--- config.mk ---
export PLATFORM = sky130hd
export DESIGN_NAME = lossmon_top
export DESIGN_NICKNAME = d
export VERILOG_FILES = /design/src/verilog/lossmon_pkg.sv /design/src/verilog/rx_credit_fifo.sv /design/src/verilog/aux_extract.sv /design/src/verilog/loss_detector.sv /design/src/verilog/lossmon_top.sv
export SDC_FILE = /design/constraint.sdc
export NUM_CORES = 1
export LEC_CHECK = 0
export BUFFER_PORTS_ARGS = -buffer_cell sky130_fd_sc_hd__buf_4
export CAP_MARGIN = 20
export CORE_MARGIN = 2
export CORE_UTILIZATION = 32
export DETAILED_ROUTE_END_ITERATION = 10
export PLACE_DENSITY = 0.53
export SETUP_SLACK_MARGIN = 0.3
export SYNTH_ARGS = -nofsm -noshare
export SYNTH_HDL_FRONTEND = slang
export SYNTH_SLANG_ARGS = --single-unit
--- constraint.sdc ---
create_clock -name clk -period 5.05 [get_ports clk]
set_input_delay 0.505 -clock clk [delete_from_list [all_inputs] [get_ports clk]]
set_output_delay 0.505 -clock clk [all_outputs]
set_load 0.1 [all_outputs]
--- src/verilog/lossmon_pkg.sv ---
package lossmon_pkg;

	// ----------------------------------------
	// widths
	// ----------------------------------------
	localparam int aux_w = 8;   // sequence byte carried in each frame
	localparam int cnt_w = 32;  // every statistics counter

	// ----------------------------------------
	// stream beats
	// ----------------------------------------
	// one byte of the incoming frame stream
	typedef struct packed {
		logic [7:0] data;  // payload byte
		logic       last;  // final byte of frame
	} rx_beat_t;

	// captured aux, one per frame
	typedef struct packed {
		logic             valid;  // single-cycle strobe
		logic [aux_w-1:0] aux;    // sequence value
	} aux_evt_t;

	// ----------------------------------------
	// results
	// ----------------------------------------
	typedef struct packed {
		logic [cnt_w-1:0] count;  // frames checked
		logic [cnt_w-1:0] ok;     // frames in sequence
		logic [cnt_w-1:0] ng;     // sequence breaks
		logic [cnt_w-1:0] lost;   // estimated missing frames
	} loss_stats_t;

	// checker FSM
	typedef enum logic [1:0] {
		DET_SYNC,  // waiting for first aux, takes it as reference
		DET_RUN,   // checking every event
		DET_DONE   // max_packets reached, events ignored
	} det_state_e;

endpackage

--- src/verilog/rx_credit_fifo.sv ---
module rx_credit_fifo #(
	parameter int fifo_depth = 8
) (
	input  logic                  clk,
	input  logic                  rst,
	input  logic                  in_valid,
	input  lossmon_pkg::rx_beat_t in_beat,
	output logic                  out_valid,
	output lossmon_pkg::rx_beat_t out_beat,
	output logic                  credit
);
	import lossmon_pkg::*;

	localparam int ptr_w = (fifo_depth > 1) ? $clog2(fifo_depth) : 1;
	localparam int occ_w = $clog2(fifo_depth + 1);  // must hold fifo_depth itself

	rx_beat_t         mem [fifo_depth];  // circular storage
	logic [ptr_w-1:0] wr_ptr;
	logic [ptr_w-1:0] rd_ptr;
	logic [occ_w-1:0] occupancy;         // entries held, excl. output reg
	logic             push;
	logic             pop;

	// pointer advance with wrap at fifo_depth, depth need not be 2^n
	function automatic logic [ptr_w-1:0] ptr_inc(input logic [ptr_w-1:0] p);
		if (p == ptr_w'(fifo_depth - 1)) begin
			return '0;
		end
		return p + 1'b1;
	endfunction

	assign push = in_valid;            // sender only sends with credit
	assign pop  = (occupancy != '0);   // drain whenever something is held

	// ----------------------------------------
	// storage and output payload
	// ----------------------------------------
	always_ff @(posedge clk) begin
		if (push) begin
			mem[wr_ptr] <= in_beat;
		end
		if (pop) begin
			out_beat <= mem[rd_ptr];  // head into output reg
		end
	end

	// ----------------------------------------
	// pointers, occupancy, credit return
	// ----------------------------------------
	always_ff @(posedge clk) begin
		if (rst) begin
			wr_ptr    <= '0;
			rd_ptr    <= '0;
			occupancy <= '0;
			out_valid <= 1'b0;
			credit    <= 1'b0;
		end else begin
			if (push) begin
				wr_ptr <= ptr_inc(wr_ptr);
			end
			if (pop) begin
				rd_ptr <= ptr_inc(rd_ptr);
			end
			// push and pop together leave occupancy unchanged
			occupancy <= occupancy + occ_w'(push) - occ_w'(pop);
			out_valid <= pop;
			credit    <= pop;  // one credit per byte on the output
		end
	end

endmodule

--- src/verilog/aux_extract.sv ---
module aux_extract #(
	parameter int aux_pos = 0
) (
	input  logic                  clk,
	input  logic                  rst,
	input  logic                  in_valid,
	input  lossmon_pkg::rx_beat_t in_beat,
	output lossmon_pkg::aux_evt_t evt
);

	logic [15:0] byte_idx;  // position of current beat in its frame
	logic        hit;       // this beat is the aux byte

	assign hit = in_valid && (byte_idx == 16'(aux_pos));

	// ----------------------------------------
	// byte position and aux capture
	// ----------------------------------------
	always_ff @(posedge clk) begin
		// captured byte, qualified by evt.valid
		if (hit) begin
			evt.aux <= in_beat.data;
		end

		if (rst) begin
			byte_idx  <= '0;
			evt.valid <= 1'b0;
		end else begin
			evt.valid <= hit;  // one cycle per frame at most
			if (in_valid) begin
				if (in_beat.last) begin
					byte_idx <= '0;  // next beat starts a new frame
				end else if (byte_idx != '1) begin
					// saturate so giant frames cannot alias back onto aux_pos
					byte_idx <= byte_idx + 1'b1;
				end
			end
		end
	end

	// frame ending before aux_pos never reaches the compare, no event

endmodule

--- src/verilog/loss_detector.sv ---
module loss_detector #(
	parameter int seg_max     = 4,
	parameter int max_packets = 500000
) (
	input  logic                     clk,
	input  logic                     rst,
	input  lossmon_pkg::aux_evt_t    evt,
	output lossmon_pkg::loss_stats_t stats,
	output logic                     done
);
	import lossmon_pkg::*;

	localparam int sc_w = 16;  // frames-within-group counter

	det_state_e       state;
	logic [aux_w-1:0] aux_prev;   // last aux seen
	logic [sc_w-1:0]  samecount;  // index of that frame in its group
	logic [aux_w-1:0] aux_exp;
	logic [aux_w-1:0] aux_gap;    // whole groups skipped
	logic             grp_end;
	logic             match;
	logic             take;       // event accepted this cycle
	logic [cnt_w-1:0] count_nxt;

	// lost pipeline
	logic             s1_valid;
	logic [aux_w-1:0] s1_gap;
	logic [cnt_w-1:0] s1_rem;     // frames missing from the broken group
	logic             s2_valid;
	logic [cnt_w-1:0] s2_term;

	assign grp_end   = (samecount == sc_w'(seg_max - 1));
	assign aux_exp   = grp_end ? aux_prev + 1'b1 : aux_prev;  // wraps 255 -> 0
	assign match     = (evt.aux == aux_exp);
	assign aux_gap   = evt.aux - aux_prev - 1'b1;  // mod 256 by width
	assign take      = evt.valid && (state != DET_DONE);
	assign count_nxt = stats.count + 1'b1;

	// ----------------------------------------
	// sequence check FSM and counters
	// ----------------------------------------
	always_ff @(posedge clk) begin
		if (rst) begin
			state     <= DET_SYNC;
			samecount <= '0;
			stats     <= '0;
			done      <= 1'b0;
			s1_valid  <= 1'b0;
			s2_valid  <= 1'b0;
		end else begin
			s1_valid <= 1'b0;
			case (state)
				DET_SYNC: begin
					if (evt.valid) begin
						// first aux is the reference, counts as good
						samecount   <= '0;
						stats.count <= count_nxt;
						stats.ok    <= stats.ok + 1'b1;
						state       <= DET_RUN;
					end
				end
				DET_RUN: begin
					if (evt.valid) begin
						stats.count <= count_nxt;
						if (match) begin
							stats.ok  <= stats.ok + 1'b1;
							samecount <= grp_end ? '0 : samecount + 1'b1;
						end else begin
							stats.ng  <= stats.ng + 1'b1;
							samecount <= '0;   // event opens a fresh group
							s1_valid  <= 1'b1; // loss estimate in flight
						end
					end
				end
				default: begin
					// DET_DONE, hold totals
				end
			endcase

			// finish on the event that reaches max_packets
			if (take && count_nxt == cnt_w'(max_packets)) begin
				state <= DET_DONE;
				done  <= 1'b1;
			end

			// retire losses even after done
			s2_valid <= s1_valid;
			if (s2_valid) begin
				stats.lost <= stats.lost + s2_term;
			end
		end
	end

	// ----------------------------------------
	// reference byte and loss datapath
	// ----------------------------------------
	always_ff @(posedge clk) begin
		if (take) begin
			aux_prev <= evt.aux;  // both on match and on break
		end
		// stage 1, old aux_prev and samecount still in place here
		if (take && state == DET_RUN && !match) begin
			s1_gap <= aux_gap;
			s1_rem <= cnt_w'(seg_max - 1) - cnt_w'(samecount);
		end
		// stage 2
		if (s1_valid) begin
			s2_term <= cnt_w'(s1_gap) * cnt_w'(seg_max) + s1_rem;
		end
	end

endmodule

--- src/verilog/lossmon_top.sv ---
module lossmon_top #(
	parameter int fifo_depth  = 8,
	parameter int aux_pos     = 0,
	parameter int seg_max     = 4,
	parameter int max_packets = 500000
) (
	input  logic                     clk,
	input  logic                     rst,
	input  logic                     in_valid,
	input  lossmon_pkg::rx_beat_t    in_beat,
	output logic                     credit,
	output lossmon_pkg::loss_stats_t stats,
	output logic                     done
);
	import lossmon_pkg::*;

	logic     fifo_valid;  // buffered byte stream
	rx_beat_t fifo_beat;
	aux_evt_t evt;         // one per frame

	// ----------------------------------------
	// credit buffer -> extractor -> checker
	// ----------------------------------------
	rx_credit_fifo #(
		.fifo_depth (fifo_depth)
	) u_fifo (
		.clk       (clk),
		.rst       (rst),
		.in_valid  (in_valid),
		.in_beat   (in_beat),
		.out_valid (fifo_valid),
		.out_beat  (fifo_beat),
		.credit    (credit)
	);

	aux_extract #(
		.aux_pos (aux_pos)
	) u_extract (
		.clk      (clk),
		.rst      (rst),
		.in_valid (fifo_valid),
		.in_beat  (fifo_beat),
		.evt      (evt)
	);

	loss_detector #(
		.seg_max     (seg_max),
		.max_packets (max_packets)
	) u_detect (
		.clk   (clk),
		.rst   (rst),
		.evt   (evt),
		.stats (stats),
		.done  (done)
	);

endmodule

==> results of run 1 <==
layout make-up:
| class | count | area [um2] | share of cell area [%] |
|---|---|---|---|
| clock buffers | 57 | 1200 | 6.028 |
| clock inverters | 19 | 231.5 | 1.163 |
| inverters | 92 | 345.3 | 1.735 |
| multi-input cells | 1153 | 7946 | 39.92 |
| flip-flops and latches | 331 | 8169 | 41.04 |
| well taps | 680 | 850.8 | 4.275 |
| repair buffers | 154 | 1161 | 5.834 |
power by group:
group          internal, uW  switching (uW)  leakage, uW  total [uW]
sequential             3030             124      0.00284        3150
clock                  1920            1160     0.000685        3080
combinational           436             624      0.00372        1060
logic make-up after synthesis:
kind of cell / count (synthesis) / share of synthesized area, %
mux: 58 / 4.914
xor+xnor: 135 / 7.058
compound gates: 315 / 12.20
flops: 331 / 48.76
simple gates: 577 / 17.95
fa+ha+maj: 68 / 5.258
buf+inv: 165 / 3.869
cell usage in the layout, fill, tap and decap left out, types with 8 or more instances in the layout:
cell type / n
nor2_1: 169
nand4_1: 37
a21o_1: 22
ha_1: 64
nor4_1: 15
or3_1: 26
xnor2_1: 78
clkbuf_1: 8
inv_1: 91
or4_1: 8
and2_1: 12
mux2_2: 14
nand2b_1: 21
nor3_1: 27
and3_1: 33
edfxtp_1: 154
xor2_1: 57
nor2b_1: 17
a31oi_1: 10
mux4_2: 18
a211oi_1: 22
nor3b_1: 8
clkbuf_16: 44
nand3_1: 76
o21ai_0: 68
a21oi_1: 113
and4_1: 15
mux2i_1: 26
nand2_1: 85
dfxtp_1: 176
buf_4: 151
o21bai_1: 10
stage by stage:
step,instance area (um2),util [%]
2_1_floorplan,16750,-
5_1_grt,19900,38.64
6_report,19900,38.64
3_5_place_dp,18460,35.84
4_1_cts,19890,38.62
3_3_place_gp,18460,35.83
worst max path at each step:
| stage | from | to | slack, ns | depth (start not counted) |
|---|---|---|---|---|
| floorplan | u_detect.stats[0] | u_detect.stats[28] | 1.47 | 10 |
| global placement | u_detect.s2_term[0] | u_detect.stats[28] | 1.46 | 10 |
| detailed placement | u_detect.s2_term[0] | u_detect.stats[28] | 1.35 | 10 |
| CTS | u_detect.s2_term[0] | u_detect.stats[28] | 1.34 | 10 |
| global route | u_detect.samecount[4] | u_detect.stats[57] | 0.94 | 9 |
| finish | u_detect.samecount[4] | u_detect.stats[57] | 1.36 | 9 |
worst max-delay path, stage by stage (launching register included):
cell and delay (ns):
dfxtp_1 0.41, nor4_2 0.38, and4_1 0.44, and3_1 0.35, o41ai_2 0.14, o211ai_4 0.12
buf_4 0.40, nand4_1 0.60, or4_1 0.61, a21oi_1 0.15
per-layer routing:
layer	vias up	GRT usage [%]	wire length (um)
li1	6263	-	-
met1	6019	17.79	17380
met2	208	25.57	19770
met3	67	2.610	1445
met4	0	6.310	1405
met5	-	0	0
flip-flops by register name, indices dropped and copies added, names as in the netlist, 3 cells and up:
| signal | flops |
|---|---|
| u_detect.stats | 128 |
| u_fifo.mem | 72 |
| u_detect.s2_term | 32 |
| u_detect.s1_rem | 17 |
| u_detect.samecount | 16 |
| u_extract.byte_idx | 16 |
| u_extract.evt | 9 |
| u_fifo.out_beat | 9 |
| u_detect.aux_prev | 8 |
| u_detect.s1_gap | 8 |
| u_fifo.occupancy | 4 |
| u_fifo.rd_ptr | 3 |
| u_fifo.wr_ptr | 3 |
==> results.toml, run 1 <==
[status]
status = "finished clean"

[synthesis]
synth_top_area_share_pct = 27.60
synth_seq_cells = 331
synthFlopType = "dfxtp_1"
yosys.area.top_type = "edfxtp_1"
synth_area_leaders = "edfxtp_1, dfxtp_1, ha_1"
yosys_warnings = 0
synth-seq-area-share_pct = 48.76
synth_async_sr_flop_share_pct = 0
synth.avg_cell_area_um2 = 10.16
yosys.cell_types.count = 75
syn_nets = 1729
synth_area_um2 = 16750
syn-instance-count = 1649
synth_most_common_cell = "dfxtp_1"
netlist_top_cells_count = "dfxtp_1, nor2_1, edfxtp_1, a21oi_1, inv_1"
synth-edff-count = 154

[global_route]
grt_pass1_wl_um = 64620
track_usage_pct = 14.71
grt_start_max_net_pins = 75
grt_overflow = 0
antenna_found_initial = 0
grt_pass1_vias = 12510

[placed_design]
dp_slack_ns = 1.351
gp_congestion = 0.8120
portBuffers = 141
hpwl_um = 28130
place_inst = 2409

[timing]
hold_ws_ns = 0.1816
period_needed_ns = 3.692
slew_violations = 0
report.final.hold_viol_count = 0
rsz0062_at_grt = "no"
tightest_slew_ns = 1.062
max_slew_margin_pct = 28.96
fmax_mhz = 270.9
setup_viol = 0
skew_ns = 0.01910
period_share_pct = 73.10
fin_setup_tns_ns = 0
finalWorstSetupSlack_ns = 1.358

[setup_path]
crit_required_ns = 5.53
rr_startpoint = "u_detect.samecount[4]"
end_kind = "flip-flop"
start_kind = "flip-flop"
r2r_slack_ns = 1.36
r2r_cells = 9
worst_ep_arrival_time_ns = 4.18
critPathKind = "reg2reg"
rr_endpoint = "u_detect.stats[57]"
path_max_fanout = 29

[die]
core_area_um2 = 51510
dieWidth_um = 232.8
boundaryPins = 142
rows = 83
initial_core_util_pct = 32.52
die_area_um2 = 54200
die_height_um = 232.8

[drt]
route.antenna.remaining_nets = 0
first_pass_iters = 5
drc = 0
wl_um = 39990
vias = 12560
wl_per_cell_um = 16.09
first_iter_violations = 604
drt-vias-per-instance = 5.051

[min_path]
hp-class = "in2reg"
min_to = "u_fifo.mem[1][5]"
min_delay_path_depth = 1
hold_start = "in_beat[5]"

[power]
p_per_area_nw_per_um2 = 366.1
leakagePower_uw = 0.007239
power.total_uw = 7288
peakVddDrop_mv = 0.2314

[clock_tree]
clk_path_buf_depth = 3
postCtsResizedCells = 0
htree_levels = 2
cts.clk_slew.worst_paths_ns = 0.06
cts_sinks = 331
tritoncts = "yes"
cts_hold_buffers = 0
cts_buffers = 41
post-cts-setup-buffers = 0
root_buffer = "clkbuf_16"
clkLatencyLatePin_ns = 0.56

[layout]
stdcell_count = 2486
area_growth_pct = 18.81
diodes = 0
final_nets = 1853
drive_gt1_share_pct = 15.67
fillCellCount = 5093

[run]
drv_cap = 0
Note: power is estimated with default switching activity, not from simulation.
==> run 2: changes to the inputs <==
- clock period: 5.05 -> 3.6 ns (I/O delays scaled with it)
==> run 2 against run 1 <==
Global-route usage is 0.36 points lower. Fmax is 17% higher. Count of clock-buffer cells in the layout is 5 lower. Flip-flop and latch count stayed put. Non-clock buffer count is 16 higher. Sequential share of layout area is 0.15 points lower. Design area is 0.55% higher. Sequential power is 40% higher. Routed wire length is 0.63% lower. Clock power is 33% higher. Die area stayed put. Largest power group unchanged. Highest routed layer unchanged.
==> results.toml, run 2 (synthesis results as in run 1) <==
[power]
peakVddDrop_mv = 0.3386
p_sw_share_pct = 26.76
power_switching_uw = 2688
power_frac_seq_pct = 43.9
clkPwrFrac_pct = 40.9
p_int_uw = 7356
p_per_area_nw_per_um2 = 501.9
combPwrFrac_pct = 15.1
leakagePower_uw = 0.007299

[layout]
fillCellCount = 5139
drive_gt1_share_pct = 17.17
final_nets = 1870
largest-register = "u_detect.stats"
top_regs = "u_detect.stats (128), u_fifo.mem (72), u_detect.s2_term (32)"
diodes = 0
largest_reg_flops = 128
mostFrequentLayoutCells = "nor2_1, buf_4, dfxtp_1"
area_growth_pct = 19.46

[drt]
vias = 12650
route.antenna.remaining_nets = 0
drt-vias-per-instance = 5.054
first_iter_violations = 551
first_pass_iters = 4
wl_per_cell_um = 15.88
drc = 0
wl_um = 39740

[placed_design]
gp_congestion = 0.8499
portBuffers = 141
hpwl_um = 27680

[setup_path]
slowest_stage = "or4_1"
rr_startpoint = "u_detect.s2_term[0]"
slowest_delay_ns = 0.49
path_max_fanout = 3
start_kind = "flip-flop"
cpLargestDelayFamily = "compound AO/OA/AOI/OAI gates"
critPathKind = "reg2reg"
worstPathBufferInverterCount = 0
end_kind = "flip-flop"
crit_required_ns = 4.03
worstPathCellList = "ha_1 -> fa_2 -> a211oi_4 -> o21bai_2 -> a221oi_2 -> o221ai_2 -> o211ai_1 -> a21oi_1 -> and3_1 -> or4_1"
startpoint = "u_detect.s2_term[0]"
worst_ep_arrival_time_ns = 3.59

[global_route]
grt_pass1_wl_um = 63380
grt_pass1_vias = 12420
antenna_found_initial = 0
grt_start_max_net_pins = 89
grt_overflow = 0
track_usage_pct = 14.35

[min_path]
hold_start = "in_beat[5]"
hp-class = "in2reg"

[clock_tree]
cts_hold_buffers = 0
cts_buffers = 41
root_buffer = "clkbuf_16"
tritoncts = "yes"
clkLatencyLatePin_ns = 0.56
cts.clk_slew.worst_paths_ns = 0.06
clk_path_buf_depth = 3
htree_levels = 2
cts_sinks = 331

[timing]
report.final.hold_viol_count = 0
period_share_pct = 87.83
slew_violations = 0
period_needed_ns = 3.162
setup_viol = 0
fmax_mhz = 316.3
tightest_slew_ns = 1.025
fin_setup_tns_ns = 0
hold_ws_ns = 0.04069
skew_ns = 0.01071
rsz0062_at_grt = "yes"
max_slew_margin_pct = 31.44

[status]
status = "finished clean"

[run]
drv_cap = 0

[die]
initial_core_util_pct = 32.52
die_area_um2 = 54200
core_area_um2 = 51510
rows = 83
boundaryPins = 142
die_height_um = 232.8
dieWidth_um = 232.8
run 2: final cells by class:
| type | count | area [um2] | share of cell area [%] |
|---|---|---|---|
| clock buffer | 52 | 1077 | 5.383 |
| clock inverter | 24 | 269.0 | 1.344 |
| inverter | 92 | 345.3 | 1.726 |
| multi-input combinational | 1154 | 8008 | 40.01 |
| sequential | 331 | 8183 | 40.89 |
| tap | 680 | 850.8 | 4.251 |
| timing repair buffer | 170 | 1280 | 6.396 |
run 2: stage by stage:
| step | utilization [%] | instances | instance area (um2) | setup WS, ns | total power (uW) |
|---|---|---|---|---|---|
| global placement | 36.04 | 2420 | 18570 | 0.1361 | 5978 |
| detailed placement | 36.04 | 2420 | 18570 | 0.1207 | 6012 |
| global route | 38.85 | 2503 | 20010 | 0.2521 | 10560 |
| floorplan | - | 1649 | 16770 | 0.3919 | 5600 |
| finish | 38.85 | 2503 | 20010 | 0.4383 | 10040 |
| CTS | 38.68 | 2497 | 19920 | 0.3139 | 10220 |
run 2: repair_timing:
action,4_1_cts,5_1_grt
setup endpoints to repair,1,54
gates resized for setup,1,10
gates cloned,0,1
pin swaps,2,6
setup buffers,1,5
run 2: power by group through the flow:
stage / registers, uW / clock network [uW] / logic (uW)
after global placement: 4490 / 0 / 1490
after CTS: 4420 / 4280 / 1520
final: 4410 / 4110 / 1520
after global routing: 4450 / 4410 / 1700
after detailed placement: 4500 / 0 / 1510
after floorplan: 4540 / 0 / 1060
run 2: final timing paths:
path                                      endpoint  slack (ns)  cells past startpoint
worst max-delay path            u_detect.stats[28]        0.44                     10
worst min-delay path              u_fifo.mem[1][5]        0.04                      1
worst max register to register  u_detect.stats[28]        0.44                     10
worst min register to register    u_extract.evt[7]        0.42                      0
run 2: routing by layer:
layer	vias up	track usage, %	share of wire, %
li1	6295	-	-
met1	6041	17.38	43
met2	230	25.04	49
met3	85	2.439	4.1
met4	0	6.071	3.5
met5	-	0	0
==> run 3: changes to the inputs <==
- SYNTH_HIERARCHICAL: unset -> 1
==> run 3 against run 2 <==
Non-clock buffer count increased by 15. Final cell count increased by 1.3%. First-iteration DRC count increased by 34%. Synthesized cell count rose by 1.5%. Largest cell class is now multi-input combinational cells. Count of clock-buffer cells in the layout is 7 higher. Synthesized area rose by 2.0%. Via count is 2.4% higher. Combinational power is essentially flat. Critical endpoint is now u_detect/state[1]. Setup slack gained 0.029 ns. Sequential power grew 2%. Largest power group unchanged. Design area is 1.4% higher. Global-route usage increased by 0.51 points.
==> results.toml, run 3 <==
[setup_path]
worst_ep_arrival_time_ns = 3.63
r2r_cells = 9
crit_required_ns = 4.10
critPathKind = "reg2reg"
path_max_fanout = 6
start_kind = "flip-flop"
end_kind = "flip-flop"

[drt]
drt-vias-per-instance = 5.111
vias = 12960
first_pass_iters = 5
first_iter_violations = 736
wl_per_cell_um = 16.58
drc = 0
wl_um = 42020
route.antenna.remaining_nets = 0

[status]
status = "finished clean"

[global_route]
grt_pass1_vias = 12480
track_usage_pct = 14.86
antenna_found_initial = 0
grt_start_max_net_pins = 76
grt_pass1_wl_um = 67810
grt_overflow = 0

[synthesis]
yosys_warnings = 6
syn_nets = 1753
synth-seq-area-share_pct = 47.81
netlist_top_cells_count = "dfxtp_1, edfxtp_1, nor2_1, a21oi_1, nand2_1"
synth_most_common_cell = "dfxtp_1"
synth_seq_cells = 331
syn-instance-count = 1673
synth-edff-count = 154
synth_top_area_share_pct = 27.07
synthFlopType = "dfxtp_1"
synth_area_um2 = 17090
synth_area_leaders = "edfxtp_1, dfxtp_1, ha_1"
yosys.cell_types.count = 86
yosys.area.top_type = "edfxtp_1"
synth.avg_cell_area_um2 = 10.21
synth_async_sr_flop_share_pct = 0

[power]
leakagePower_uw = 0.007542
p_per_area_nw_per_um2 = 482.6
power.total_uw = 9790
peakVddDrop_mv = 0.3139

[clock_tree]
cts_sinks = 331
cts.clk_slew.worst_paths_ns = 0.06
tritoncts = "yes"
cts_buffers = 40
clkLatencyLatePin_ns = 0.56
root_buffer = "clkbuf_16"
clk_path_buf_depth = 3
htree_levels = 2

[placed_design]
portBuffers = 141
gp_congestion = 0.8887
hpwl_um = 29710

[min_path]
min_delay_path_depth = 1
hp-class = "in2reg"

[timing]
tightest_slew_ns = 1.045
max_slew_margin_pct = 30.10
fin_setup_tns_ns = 0
setup_viol = 0
report.final.hold_viol_count = 0
rsz0062_at_grt = "no"
fmax_mhz = 319.2
period_share_pct = 87.02
period_needed_ns = 3.133
skew_ns = 0.01850
slew_violations = 0

[layout]
final_nets = 1896
fin_util_pct = 38.52
mostFrequentLayoutCells = "buf_4, dfxtp_1, edfxtp_1"
area_growth_pct = 18.73
largest_reg_flops = 128
diodes = 0
final_common_cell = "buf_4"
largest-register = "u_detect/stats"
top_regs = "u_detect/stats (128), u_fifo/mem (72), u_detect/s2_term (32)"
drive_gt1_share_pct = 17.11
fillCellCount = 5174

[die]
rows = 84
boundaryPins = 142
initial_core_util_pct = 32.45
die_height_um = 235.1
die_area_um2 = 55260
core_area_um2 = 52660
dieWidth_um = 235.1

[run]
drv_cap = 0
[run 3: path summary, 6_finish.rpt]
kind	start	endpoint	slack, ns
setup / recovery	u_detect/stats[105]	u_detect/state[1]	0.47
hold / removal	in_beat[6]	u_fifo/mem[5][6]	0.04
hold reg to reg	u_fifo/out_beat[8]	u_extract/evt[7]	0.42
setup reg to reg	u_detect/stats[105]	u_detect/state[1]	0.47
[run 3: final cells by class]
class,count,area [um2],area share (%)
multi-input cells,1188,8358,41.20
flip-flops and latches,331,8184,40.35
repair buffers,185,1404,6.921
clock buffers,59,1135,5.595
well taps,688,860.8,4.244
inverters,70,266.5,1.314
clock inverters,14,76.32,0.3763
[run 3: metal layers]
| layer | wire length (um) | global-route usage (%) | vias to the layer above |
|---|---|---|---|
| met1 | 19240 | 19.62 | 6158 |
| li1 | - | - | 6479 |
| met4 | 1311 | 5.696 | 0 |
| met5 | 0 | 0 | - |
| met2 | 19670 | 24.24 | 243 |
| met3 | 1797 | 2.596 | 76 |
[run 3: where the power goes]
group / internal [uW] / total, uW / switching (uW)
sequential: 4260 / 4500 / 237
clock: 2190 / 3760 / 1580
combinational: 656 / 1530 / 876
[run 3: critical path, cell delays in order (launching register included)]
cell	delay (ns)
dfxtp_1	0.46
nand4_1	0.27
or3_1	0.48
o31ai_2	0.36
o2111ai_1	0.19
a2111oi_1	0.46
buf_4	0.19
nand3_1	0.10
nor4bb_2	0.40
o21ba_2	0.18
[run 3: cell families after synthesis]
logic type,count (synthesis),synth area share (%)
multiplexers,54,4.987
buffers and inverters,155,3.735
AO/OA/AOI/OAI,353,13.75
adder cells (fa/ha/maj),69,5.214
AND/OR/NAND/NOR,598,18.72
flip-flops,331,47.81
XOR/XNOR,113,5.793
[run 3: timing repair]
action	in CTS	in global routing
buffers inserted	0	4
endpoints found under the setup margin	37	78
hold buffers	3	0
gates resized for setup	3	7
cloned	1	0
endpoints found under the hold margin	12	0
pin swaps	0	1
[run 3: through the flow]
step | area [um2] | cells | setup slack (ns) | hold WS, ns
after detailed placement | 18930 | 2452 | 0.2006 | 0.4045
final | 20280 | 2535 | 0.4672 | 0.03957
after global placement | 18930 | 2452 | 0.1833 | 0.4037
after floorplan | 17100 | 1673 | 0.3014 | 0.4003
after global routing | 20280 | 2535 | 0.2756 | 0.02559
after CTS | 20200 | 2529 | 0.2595 | 0.001308
